$ cat src/include/est_consts.svh
`ifndef EST_CONSTS_SVH
`define EST_CONSTS_SVH

// Fixed-point result width and the fraction bits kept below the binary point
`define EST_W       11
`define EST_FRAC    3

// Single-precision exponent bias
`define EST_BIAS    127

// Inclusive range of the five leading fraction bits where log2(1+f) sits far
// enough above f that the estimate gains one eighth
`define EST_CORR_LO 7
`define EST_CORR_HI 23

`endif

$ cat src/hdl/est_fmt_pkg.sv
`include "est_consts.svh"

package est_fmt_pkg;

   // Zero also covers denormals, invalid covers NaN and negative operands
   typedef enum logic [1:0] {
      CLS_NORMAL  = 2'd0,
      CLS_ZERO    = 2'd1,
      CLS_INF     = 2'd2,
      CLS_INVALID = 2'd3
   } class_e;

   typedef struct packed {
      logic        sign;
      logic [7:0]  exp;
      logic [22:0] frac;
   } fp32_t;

   // Two's complement with EST_FRAC bits below the binary point
   typedef logic signed [`EST_W-1:0] est_t;

endpackage

$ cat src/hdl/est_op_pkg.sv
package est_op_pkg;

   typedef enum logic {
      OP_GETEXP = 1'b0,
      OP_LOG2   = 1'b1
   } op_e;

   // At most one of these is set for any result
   typedef struct packed {
      logic invalid;
      logic zero;
      logic inf;
   } flags_t;

   typedef logic [3:0] tag_t;

endpackage

$ cat src/hdl/est_decode.sv
`timescale 1ns/1ps
`include "est_consts.svh"

module est_decode (
   input  logic                nclk,
   input  logic                arst_n,
   input  logic                in_valid,
   input  est_op_pkg::op_e     in_op,
   input  est_op_pkg::tag_t    in_tag,
   input  est_fmt_pkg::fp32_t  in_operand,
   output logic                d_valid,
   output est_op_pkg::op_e     d_op,
   output est_op_pkg::tag_t    d_tag,
   output est_fmt_pkg::class_e d_class,
   output est_fmt_pkg::est_t   d_exp,
   output logic [4:0]          d_frac
);

   logic                exp_zero;
   logic                exp_ones;
   logic                frac_zero;
   est_fmt_pkg::class_e cls;
   est_fmt_pkg::est_t   unb_exp;

   assign exp_zero  = (in_operand.exp == 8'h00);
   assign exp_ones  = (in_operand.exp == 8'hff);
   assign frac_zero = (in_operand.frac == '0);

   // Denormals flush to zero whatever their sign
   always_comb begin
      if (exp_ones && !frac_zero) begin
         cls = est_fmt_pkg::CLS_INVALID;
      end else if (exp_zero) begin
         cls = est_fmt_pkg::CLS_ZERO;
      end else if (in_operand.sign) begin
         cls = est_fmt_pkg::CLS_INVALID;
      end else if (exp_ones) begin
         cls = est_fmt_pkg::CLS_INF;
      end else begin
         cls = est_fmt_pkg::CLS_NORMAL;
      end
   end

   // Normal exponents land in -126..127
   assign unb_exp = `EST_W'(in_operand.exp) - `EST_W'(`EST_BIAS);

   always_ff @(posedge nclk or negedge arst_n) begin
      if (!arst_n) begin
         d_valid <= 1'b0;
      end else begin
         d_valid <= in_valid;
      end
   end

   always_ff @(posedge nclk) begin
      if (in_valid) begin
         d_op    <= in_op;
         d_tag   <= in_tag;
         d_class <= cls;
         d_exp   <= unb_exp;
         d_frac  <= in_operand.frac[22:18];
      end
   end

endmodule

$ cat src/hdl/est_execute.sv
`timescale 1ns/1ps
`include "est_consts.svh"

module est_execute (
   input  logic                nclk,
   input  logic                arst_n,
   input  logic                d_valid,
   input  est_op_pkg::op_e     d_op,
   input  est_op_pkg::tag_t    d_tag,
   input  est_fmt_pkg::class_e d_class,
   input  est_fmt_pkg::est_t   d_exp,
   input  logic [4:0]          d_frac,
   output logic                x_valid,
   output est_op_pkg::op_e     x_op,
   output est_op_pkg::tag_t    x_tag,
   output est_fmt_pkg::class_e x_class,
   output est_fmt_pkg::est_t   x_sum
);

   logic                 is_log2;
   logic                 in_corr;
   logic [`EST_FRAC-1:0] frac_bits;
   est_fmt_pkg::est_t    addend;
   est_fmt_pkg::est_t    corr;
   logic [0:`EST_W-1]    sum;

   assign is_log2   = (d_op == est_op_pkg::OP_LOG2);
   assign frac_bits = is_log2 ? d_frac[4 -: `EST_FRAC] : '0;
   assign in_corr   = (d_frac >= 5'(`EST_CORR_LO)) && (d_frac <= 5'(`EST_CORR_HI));

   // Shifting the exponent past the fraction field scales it by eight
   assign addend = {d_exp[`EST_W-`EST_FRAC-1:0], frac_bits};
   assign corr   = {{(`EST_W-1){1'b0}}, is_log2 && in_corr};

   // The adder wants both operands inverted
   fu_gst_add11 u_add (
      .a_b (~addend),
      .b_b (~corr),
      .s0  (sum)
   );

   always_ff @(posedge nclk or negedge arst_n) begin
      if (!arst_n) begin
         x_valid <= 1'b0;
      end else begin
         x_valid <= d_valid;
      end
   end

   always_ff @(posedge nclk) begin
      if (d_valid) begin
         x_op    <= d_op;
         x_tag   <= d_tag;
         x_class <= d_class;
         x_sum   <= sum;
      end
   end

endmodule

$ cat src/hdl/est_result.sv
`timescale 1ns/1ps
`include "est_consts.svh"

module est_result (
   input  logic                nclk,
   input  logic                arst_n,
   input  logic                x_valid,
   input  est_op_pkg::op_e     x_op,
   input  est_op_pkg::tag_t    x_tag,
   input  est_fmt_pkg::class_e x_class,
   input  est_fmt_pkg::est_t   x_sum,
   output logic                out_valid,
   output est_op_pkg::tag_t    out_tag,
   output est_fmt_pkg::est_t   out_result,
   output est_op_pkg::flags_t  out_flags
);

   est_fmt_pkg::est_t  res_nxt;
   est_op_pkg::flags_t flg_nxt;

   always_comb begin
      flg_nxt = '0;
      // Get-exponent is an integer, so nothing may sit below the binary point
      if (x_op == est_op_pkg::OP_GETEXP) begin
         res_nxt = {x_sum[`EST_W-1:`EST_FRAC], {`EST_FRAC{1'b0}}};
      end else begin
         res_nxt = x_sum;
      end
      case (x_class)
         est_fmt_pkg::CLS_ZERO: begin
            res_nxt      = {1'b1, {(`EST_W-1){1'b0}}};
            flg_nxt.zero = 1'b1;
         end
         est_fmt_pkg::CLS_INF: begin
            res_nxt     = {1'b0, {(`EST_W-1){1'b1}}};
            flg_nxt.inf = 1'b1;
         end
         est_fmt_pkg::CLS_INVALID: begin
            res_nxt         = '0;
            flg_nxt.invalid = 1'b1;
         end
         default: ;
      endcase
   end

   always_ff @(posedge nclk or negedge arst_n) begin
      if (!arst_n) begin
         out_valid <= 1'b0;
         out_flags <= '0;
      end else begin
         out_valid <= x_valid;
         if (x_valid) begin
            out_flags <= flg_nxt;
         end
      end
   end

   always_ff @(posedge nclk) begin
      if (x_valid) begin
         out_tag    <= x_tag;
         out_result <= res_nxt;
      end
   end

endmodule

$ cat src/hdl/est_unit.sv
`timescale 1ns/1ps

module est_unit (
   input  logic               nclk,
   input  logic               arst_n,
   input  logic               in_valid,
   input  est_op_pkg::op_e    in_op,
   input  est_op_pkg::tag_t   in_tag,
   input  est_fmt_pkg::fp32_t in_operand,
   output logic               out_valid,
   output est_op_pkg::tag_t   out_tag,
   output est_fmt_pkg::est_t  out_result,
   output est_op_pkg::flags_t out_flags
);

   logic                d_valid;
   est_op_pkg::op_e     d_op;
   est_op_pkg::tag_t    d_tag;
   est_fmt_pkg::class_e d_class;
   est_fmt_pkg::est_t   d_exp;
   logic [4:0]          d_frac;

   logic                x_valid;
   est_op_pkg::op_e     x_op;
   est_op_pkg::tag_t    x_tag;
   est_fmt_pkg::class_e x_class;
   est_fmt_pkg::est_t   x_sum;

   est_decode u_decode (
      .nclk       (nclk),
      .arst_n     (arst_n),
      .in_valid   (in_valid),
      .in_op      (in_op),
      .in_tag     (in_tag),
      .in_operand (in_operand),
      .d_valid    (d_valid),
      .d_op       (d_op),
      .d_tag      (d_tag),
      .d_class    (d_class),
      .d_exp      (d_exp),
      .d_frac     (d_frac)
   );

   est_execute u_execute (
      .nclk    (nclk),
      .arst_n  (arst_n),
      .d_valid (d_valid),
      .d_op    (d_op),
      .d_tag   (d_tag),
      .d_class (d_class),
      .d_exp   (d_exp),
      .d_frac  (d_frac),
      .x_valid (x_valid),
      .x_op    (x_op),
      .x_tag   (x_tag),
      .x_class (x_class),
      .x_sum   (x_sum)
   );

   est_result u_result (
      .nclk       (nclk),
      .arst_n     (arst_n),
      .x_valid    (x_valid),
      .x_op       (x_op),
      .x_tag      (x_tag),
      .x_class    (x_class),
      .x_sum      (x_sum),
      .out_valid  (out_valid),
      .out_tag    (out_tag),
      .out_result (out_result),
      .out_flags  (out_flags)
   );

endmodule

$ cat src/hdl/fu_gst_add11.sv
`timescale 1ns/1ps
`include "est_consts.svh"

module fu_gst_add11 (
   input  logic [0:`EST_W-1] a_b,
   input  logic [0:`EST_W-1] b_b,
   output logic [0:`EST_W-1] s0
);

   localparam int L = `EST_W - 1;

   logic [0:L]   p1;
   logic [1:L]   g1;
   logic [1:L-1] t1;
   logic [1:L]   g2_b;
   logic [1:L-2] t2_b;
   logic [1:L]   g4;
   logic [1:L-4] t4;
   logic [1:L]   g8_b;
   logic [1:L-8] t8_b;
   logic [1:L]   c16;

   // Inputs arrive inverted, so NOR gives generate and NAND gives transmit
   assign p1 = a_b ^ b_b;
   assign g1 = ~(a_b[1:L] | b_b[1:L]);
   assign t1 = ~(a_b[1:L-1] & b_b[1:L-1]);

   // Levels alternate polarity; bit 0 is the MSB and carries flow toward it
   for (genvar i = 1; i <= L; i++) begin : g_prefix
      if (i + 1 <= L) begin : g_s2
         assign g2_b[i] = ~(g1[i] | (t1[i] & g1[i+1]));
      end else begin : g_s2_end
         assign g2_b[i] = ~g1[i];
      end
      if (i + 2 <= L) begin : g_s4
         assign g4[i] = ~(g2_b[i] & (t2_b[i] | g2_b[i+2]));
      end else begin : g_s4_end
         assign g4[i] = ~g2_b[i];
      end
      if (i + 4 <= L) begin : g_s8
         assign g8_b[i] = ~(g4[i] | (t4[i] & g4[i+4]));
      end else begin : g_s8_end
         assign g8_b[i] = ~g4[i];
      end
      if (i + 8 <= L) begin : g_s16
         assign c16[i] = ~(g8_b[i] & (t8_b[i] | g8_b[i+8]));
      end else begin : g_s16_end
         assign c16[i] = ~g8_b[i];
      end
   end

   for (genvar i = 1; i <= L - 2; i++) begin : g_t2
      assign t2_b[i] = ~(t1[i] & t1[i+1]);
   end

   for (genvar i = 1; i <= L - 4; i++) begin : g_t4
      assign t4[i] = ~(t2_b[i] | t2_b[i+2]);
   end

   for (genvar i = 1; i <= L - 8; i++) begin : g_t8
      assign t8_b[i] = ~(t4[i] & t4[i+4]);
   end

   // No carry into the LSB, and the carry out of bit 0 is dropped
   assign s0[0:L-1] = p1[0:L-1] ^ c16[1:L];
   assign s0[L]     = p1[L];

endmodule

$ cat config.mk
export PLATFORM = sky130hd
export DESIGN_NAME = est_unit
export DESIGN_NICKNAME = d
export VERILOG_FILES = /design/src/hdl/est_fmt_pkg.sv /design/src/hdl/est_op_pkg.sv /design/src/hdl/est_decode.sv /design/src/hdl/est_execute.sv /design/src/hdl/est_result.sv /design/src/hdl/est_unit.sv /design/src/hdl/fu_gst_add11.sv
export VERILOG_INCLUDE_DIRS = /design/src /design/src/include
export SDC_FILE = /design/constraint.sdc
export NUM_CORES = 1
export LEC_CHECK = 0
export CAP_MARGIN = 20
export CELL_PAD_IN_SITES_DETAIL_PLACEMENT = 0
export CELL_PAD_IN_SITES_GLOBAL_PLACEMENT = 1
export CORE_ASPECT_RATIO = 1.5
export CORE_UTILIZATION = 50
export CTS_CLUSTER_SIZE = 24
export DETAILED_ROUTE_END_ITERATION = 16
export DONT_BUFFER_PORTS = 1
export PLACE_DENSITY_LB_ADDON = 0.1
export SYNTH_ARGS = -nofsm -noshare
export SYNTH_HDL_FRONTEND = slang
export SYNTH_HIERARCHICAL = 1
export SYNTH_SLANG_ARGS = --single-unit
$ cat constraint.sdc
create_clock -name nclk -period 2.7 [get_ports nclk]
set_input_delay 0.405 -clock nclk [delete_from_list [all_inputs] [get_ports nclk]]
set_output_delay 0.405 -clock nclk [all_outputs]
set_load 0.005 [all_outputs]
==> summary.txt <==
Place
  • HPWL Detailed: 2967 um
  • PortBufs: 0
  • Post-DP Area: 0.002982 mm^2
  • Final weighted congestion in routability-driven placement: 0.7777

Worst setup path
  • Classification of the worst setup path: flip-flop to flip-flop
  • Maximum fanout along the worst path: 3
  • Category of the worst setup path capture point: flip-flop
  • Arrival time at the worst endpoint: 2.54 ns
  • Critical Path RT: 2.79 ns
  • Crit path launch type: flip-flop

STA
  • RSZ-0062 raised after global routing: no
  • Slew at the pin closest to its max-slew limit: 0.7248 ns
  • Total count of max-transition violations in the final report: 0
  • Fin crit share: 90.91%
  • Final number of hold-violating endpoints: 0
  • Slew Limit Headroom: 51.68%
  • Achievable Freq: 407.4 MHz
  • Final setup skew: 0.008307 ns
  • Accumulated negative setup slack: 0 ns
  • Final min period: 2.455 ns
  • Count of final setup violators: 0

Cells and area
  • Design area: 0.003216 mm^2
  • Area Overhead vs Synth: 13.12%
  • Inserted Diodes: 0
  • Filler cells: 471
  • Fraction of layout cells with a size suffix above 1: 9.125%
  • Area occupied by multi-input gates: 0.001010 mm^2
  • Nets: 320
  • Total area of sequential cells: 0.001742 mm^2

Die
  • Die Outline Area: 0.005997 mm^2
  • Height of the die: 94.35 um
  • Core area: 0.005492 mm^2
  • Site Rows: 33
  • Io pins: 59
  • Starting Density: 51.77%
  • Die width: 63.57 um

Hold path
  • Hold crit path type: input pin to flip-flop

Global routing
  • Number of antenna violations at the first check in global routing: 0
  • First-pass GRT wire length: 6803 um
  • Overall Global Routing Usage: 15.62%
  • Remaining global-route overflow: 0
  • Maximum number of pins on one net before global-route repair: 23
  • Vias in the first global route: 1592

Clock tree
  • Number of clock buffers inserted by TritonCTS: 9
  • Post-CTS clock slew at the launch and capture registers of the worst setup and hold paths: 0.07 ns
  • CTS Buffer Depth: 2
  • Count of H-tree levels built during CTS: 3
  • CTS sink cnt: 59
  • TritonCTS clock tree: yes
  • Cell at the root of the clock tree: sky130_fd_sc_hd__clkbuf_8
  • Clock latency on the worst-skew pair: 0.33 ns

Route
  • Vias after detailed routing: 1599
  • ANT nets after route: 0
  • Total DRC errors in the routed layout: 0
  • Wire length per cell after detailed routing: 11.97 um
  • Total wire length: 3987 um
  • Average vias per placed instance: 4.802
  • Iteration-0 DRC count of the detailed router: 70
  • Number of detailed-route iterations in the first pass: 3

Run status
  • Run status: finished, final reports clean

Synth
  • Count of warnings emitted by yosys: 6
  • Post-synthesis instance area: 0.002843 mm^2
  • Synth Area per Inst: 12.36 um^2
  • Number of instances in the synthesized netlist: 230

Run
  • Number of max-cap violations: 0

Power and ir drop
  • Cell leakage power: 1.402 nW
  • Max IR drop VDD: 0.3696 mV
  • Total power divided by cell area: 702.7 mW/mm^2
==> power breakdown <==
| group | total [mW] | switching (mW) | internal (mW) | leakage [nW] |
|---|---|---|---|---|
| combinational | 0.204 | 0.107 | 0.0968 | 0.690 |
| clock | 0.895 | 0.368 | 0.527 | 0.114 |
| sequential | 1.16 | 0.0484 | 1.11 | 0.598 |
==> layout make-up <==
class	count	area share, %
Timing Repair Buffer	1	0.3113
Sequential cell	59	54.16
Inverter	38	4.436
Clock inverter	7	3.113
Multi-Input combinational cell	149	31.40
Tap cell	70	2.724
Clock buffer	9	3.852
==> flip-flops by register name, indices dropped and copies added, names as in the netlist <==
| register | cells |
|---|---|
| u_decode/d_op | 1 |
| u_execute/x_op | 1 |
| u_execute/x_tag | 4 |
| u_result/out_result | 11 |
| u_decode/d_frac | 5 |
| u_execute/x_sum | 11 |
| u_result/out_tag | 4 |
| u_result/out_valid | 1 |
| u_decode/d_class | 2 |
| u_decode/d_tag | 4 |
| u_decode/d_valid | 1 |
| u_execute/x_class | 2 |
| u_decode/d_exp | 8 |
| u_result/out_flags | 3 |
| u_execute/x_valid | 1 |
==> critical path: stages (launching register included) <==
cell and delay [ns]:
sky130_fd_sc_hd__edfxtp_1 0.41, sky130_fd_sc_hd__a311o_1 0.33, sky130_fd_sc_hd__nand3_1 0.08, sky130_fd_sc_hd__inv_1 0.04
sky130_fd_sc_hd__ha_1 0.19, sky130_fd_sc_hd__fa_1 0.39, sky130_fd_sc_hd__and2b_2 0.22, sky130_fd_sc_hd__o21ai_1 0.15
sky130_fd_sc_hd__and4_1 0.22, sky130_fd_sc_hd__a221oi_2 0.04, sky130_fd_sc_hd__xnor2_1 0.12
==> layer usage <==
metal / track usage (%) / wire length, um
met5: 0 / 0
met4: 8.523 / 70
met2: 27.57 / 2056
met3: 6.884 / 234
met1: 15.02 / 1626
==> stage by stage <==
stage	hold slack [ns]	total power [mW]	utilization, %	setup slack (ns)	cells
global route	0.07541	2.370	58.56	0.04743	333
detailed placement	0.1095	1.378	54.29	0.1677	316
CTS	0.08068	2.287	58.56	0.1593	333
finish	0.1104	2.260	58.56	0.2454	333
global placement	0.1095	1.373	54.29	0.2127	316
floorplan	0.1094	1.341	-	0.3253	248
==> layout by cell type (no fill, tap or decap), types with 2 or more instances in the layout <==
cell type,instances
sky130_fd_sc_hd__nor4_1,6
sky130_fd_sc_hd__xor2_1,4
sky130_fd_sc_hd__dfrtp_1,6
sky130_fd_sc_hd__nor2_1,32
sky130_fd_sc_hd__nand3b_1,2
sky130_fd_sc_hd__ha_1,21
sky130_fd_sc_hd__bufinv_16,2
sky130_fd_sc_hd__xnor2_1,12
sky130_fd_sc_hd__o21ai_0,4
sky130_fd_sc_hd__and4_1,2
sky130_fd_sc_hd__edfxtp_1,53
sky130_fd_sc_hd__conb_1,19
sky130_fd_sc_hd__clkbuf_8,9
sky130_fd_sc_hd__nand4_1,3
sky130_fd_sc_hd__nand2_1,8
sky130_fd_sc_hd__nand3_1,4
sky130_fd_sc_hd__inv_1,38
sky130_fd_sc_hd__clkinv_4,2
sky130_fd_sc_hd__nor3_1,3
sky130_fd_sc_hd__inv_6,2
sky130_fd_sc_hd__a21oi_1,7
==> worst paths after layout <==
check,slack (ns),cells after the start,endpoint,from
hold / removal,0.11,0,u_decode/d_valid,in_valid
hold reg to reg,0.42,0,u_execute/x_class[1],u_decode/d_class[1]
setup / recovery,0.25,10,u_execute/x_sum[10],u_decode/d_frac[3]
min in group asynchronous,0.37,1,u_result/out_flags[0],arst_n
setup reg to reg,0.25,10,u_execute/x_sum[10],u_decode/d_frac[3]
max in group asynchronous,2.11,1,u_decode/d_valid,arst_n
==> timing repair <==
item | in CTS | in global routing
gates resized for setup | 0 | 1
endpoints found under the setup margin | 0 | 2
buffers inserted | 0 | 0
hold endpoints to repair | 6 | 0
hold buffers | 1 | 0
No activity file was read; power rests on OpenSTA's default activity.
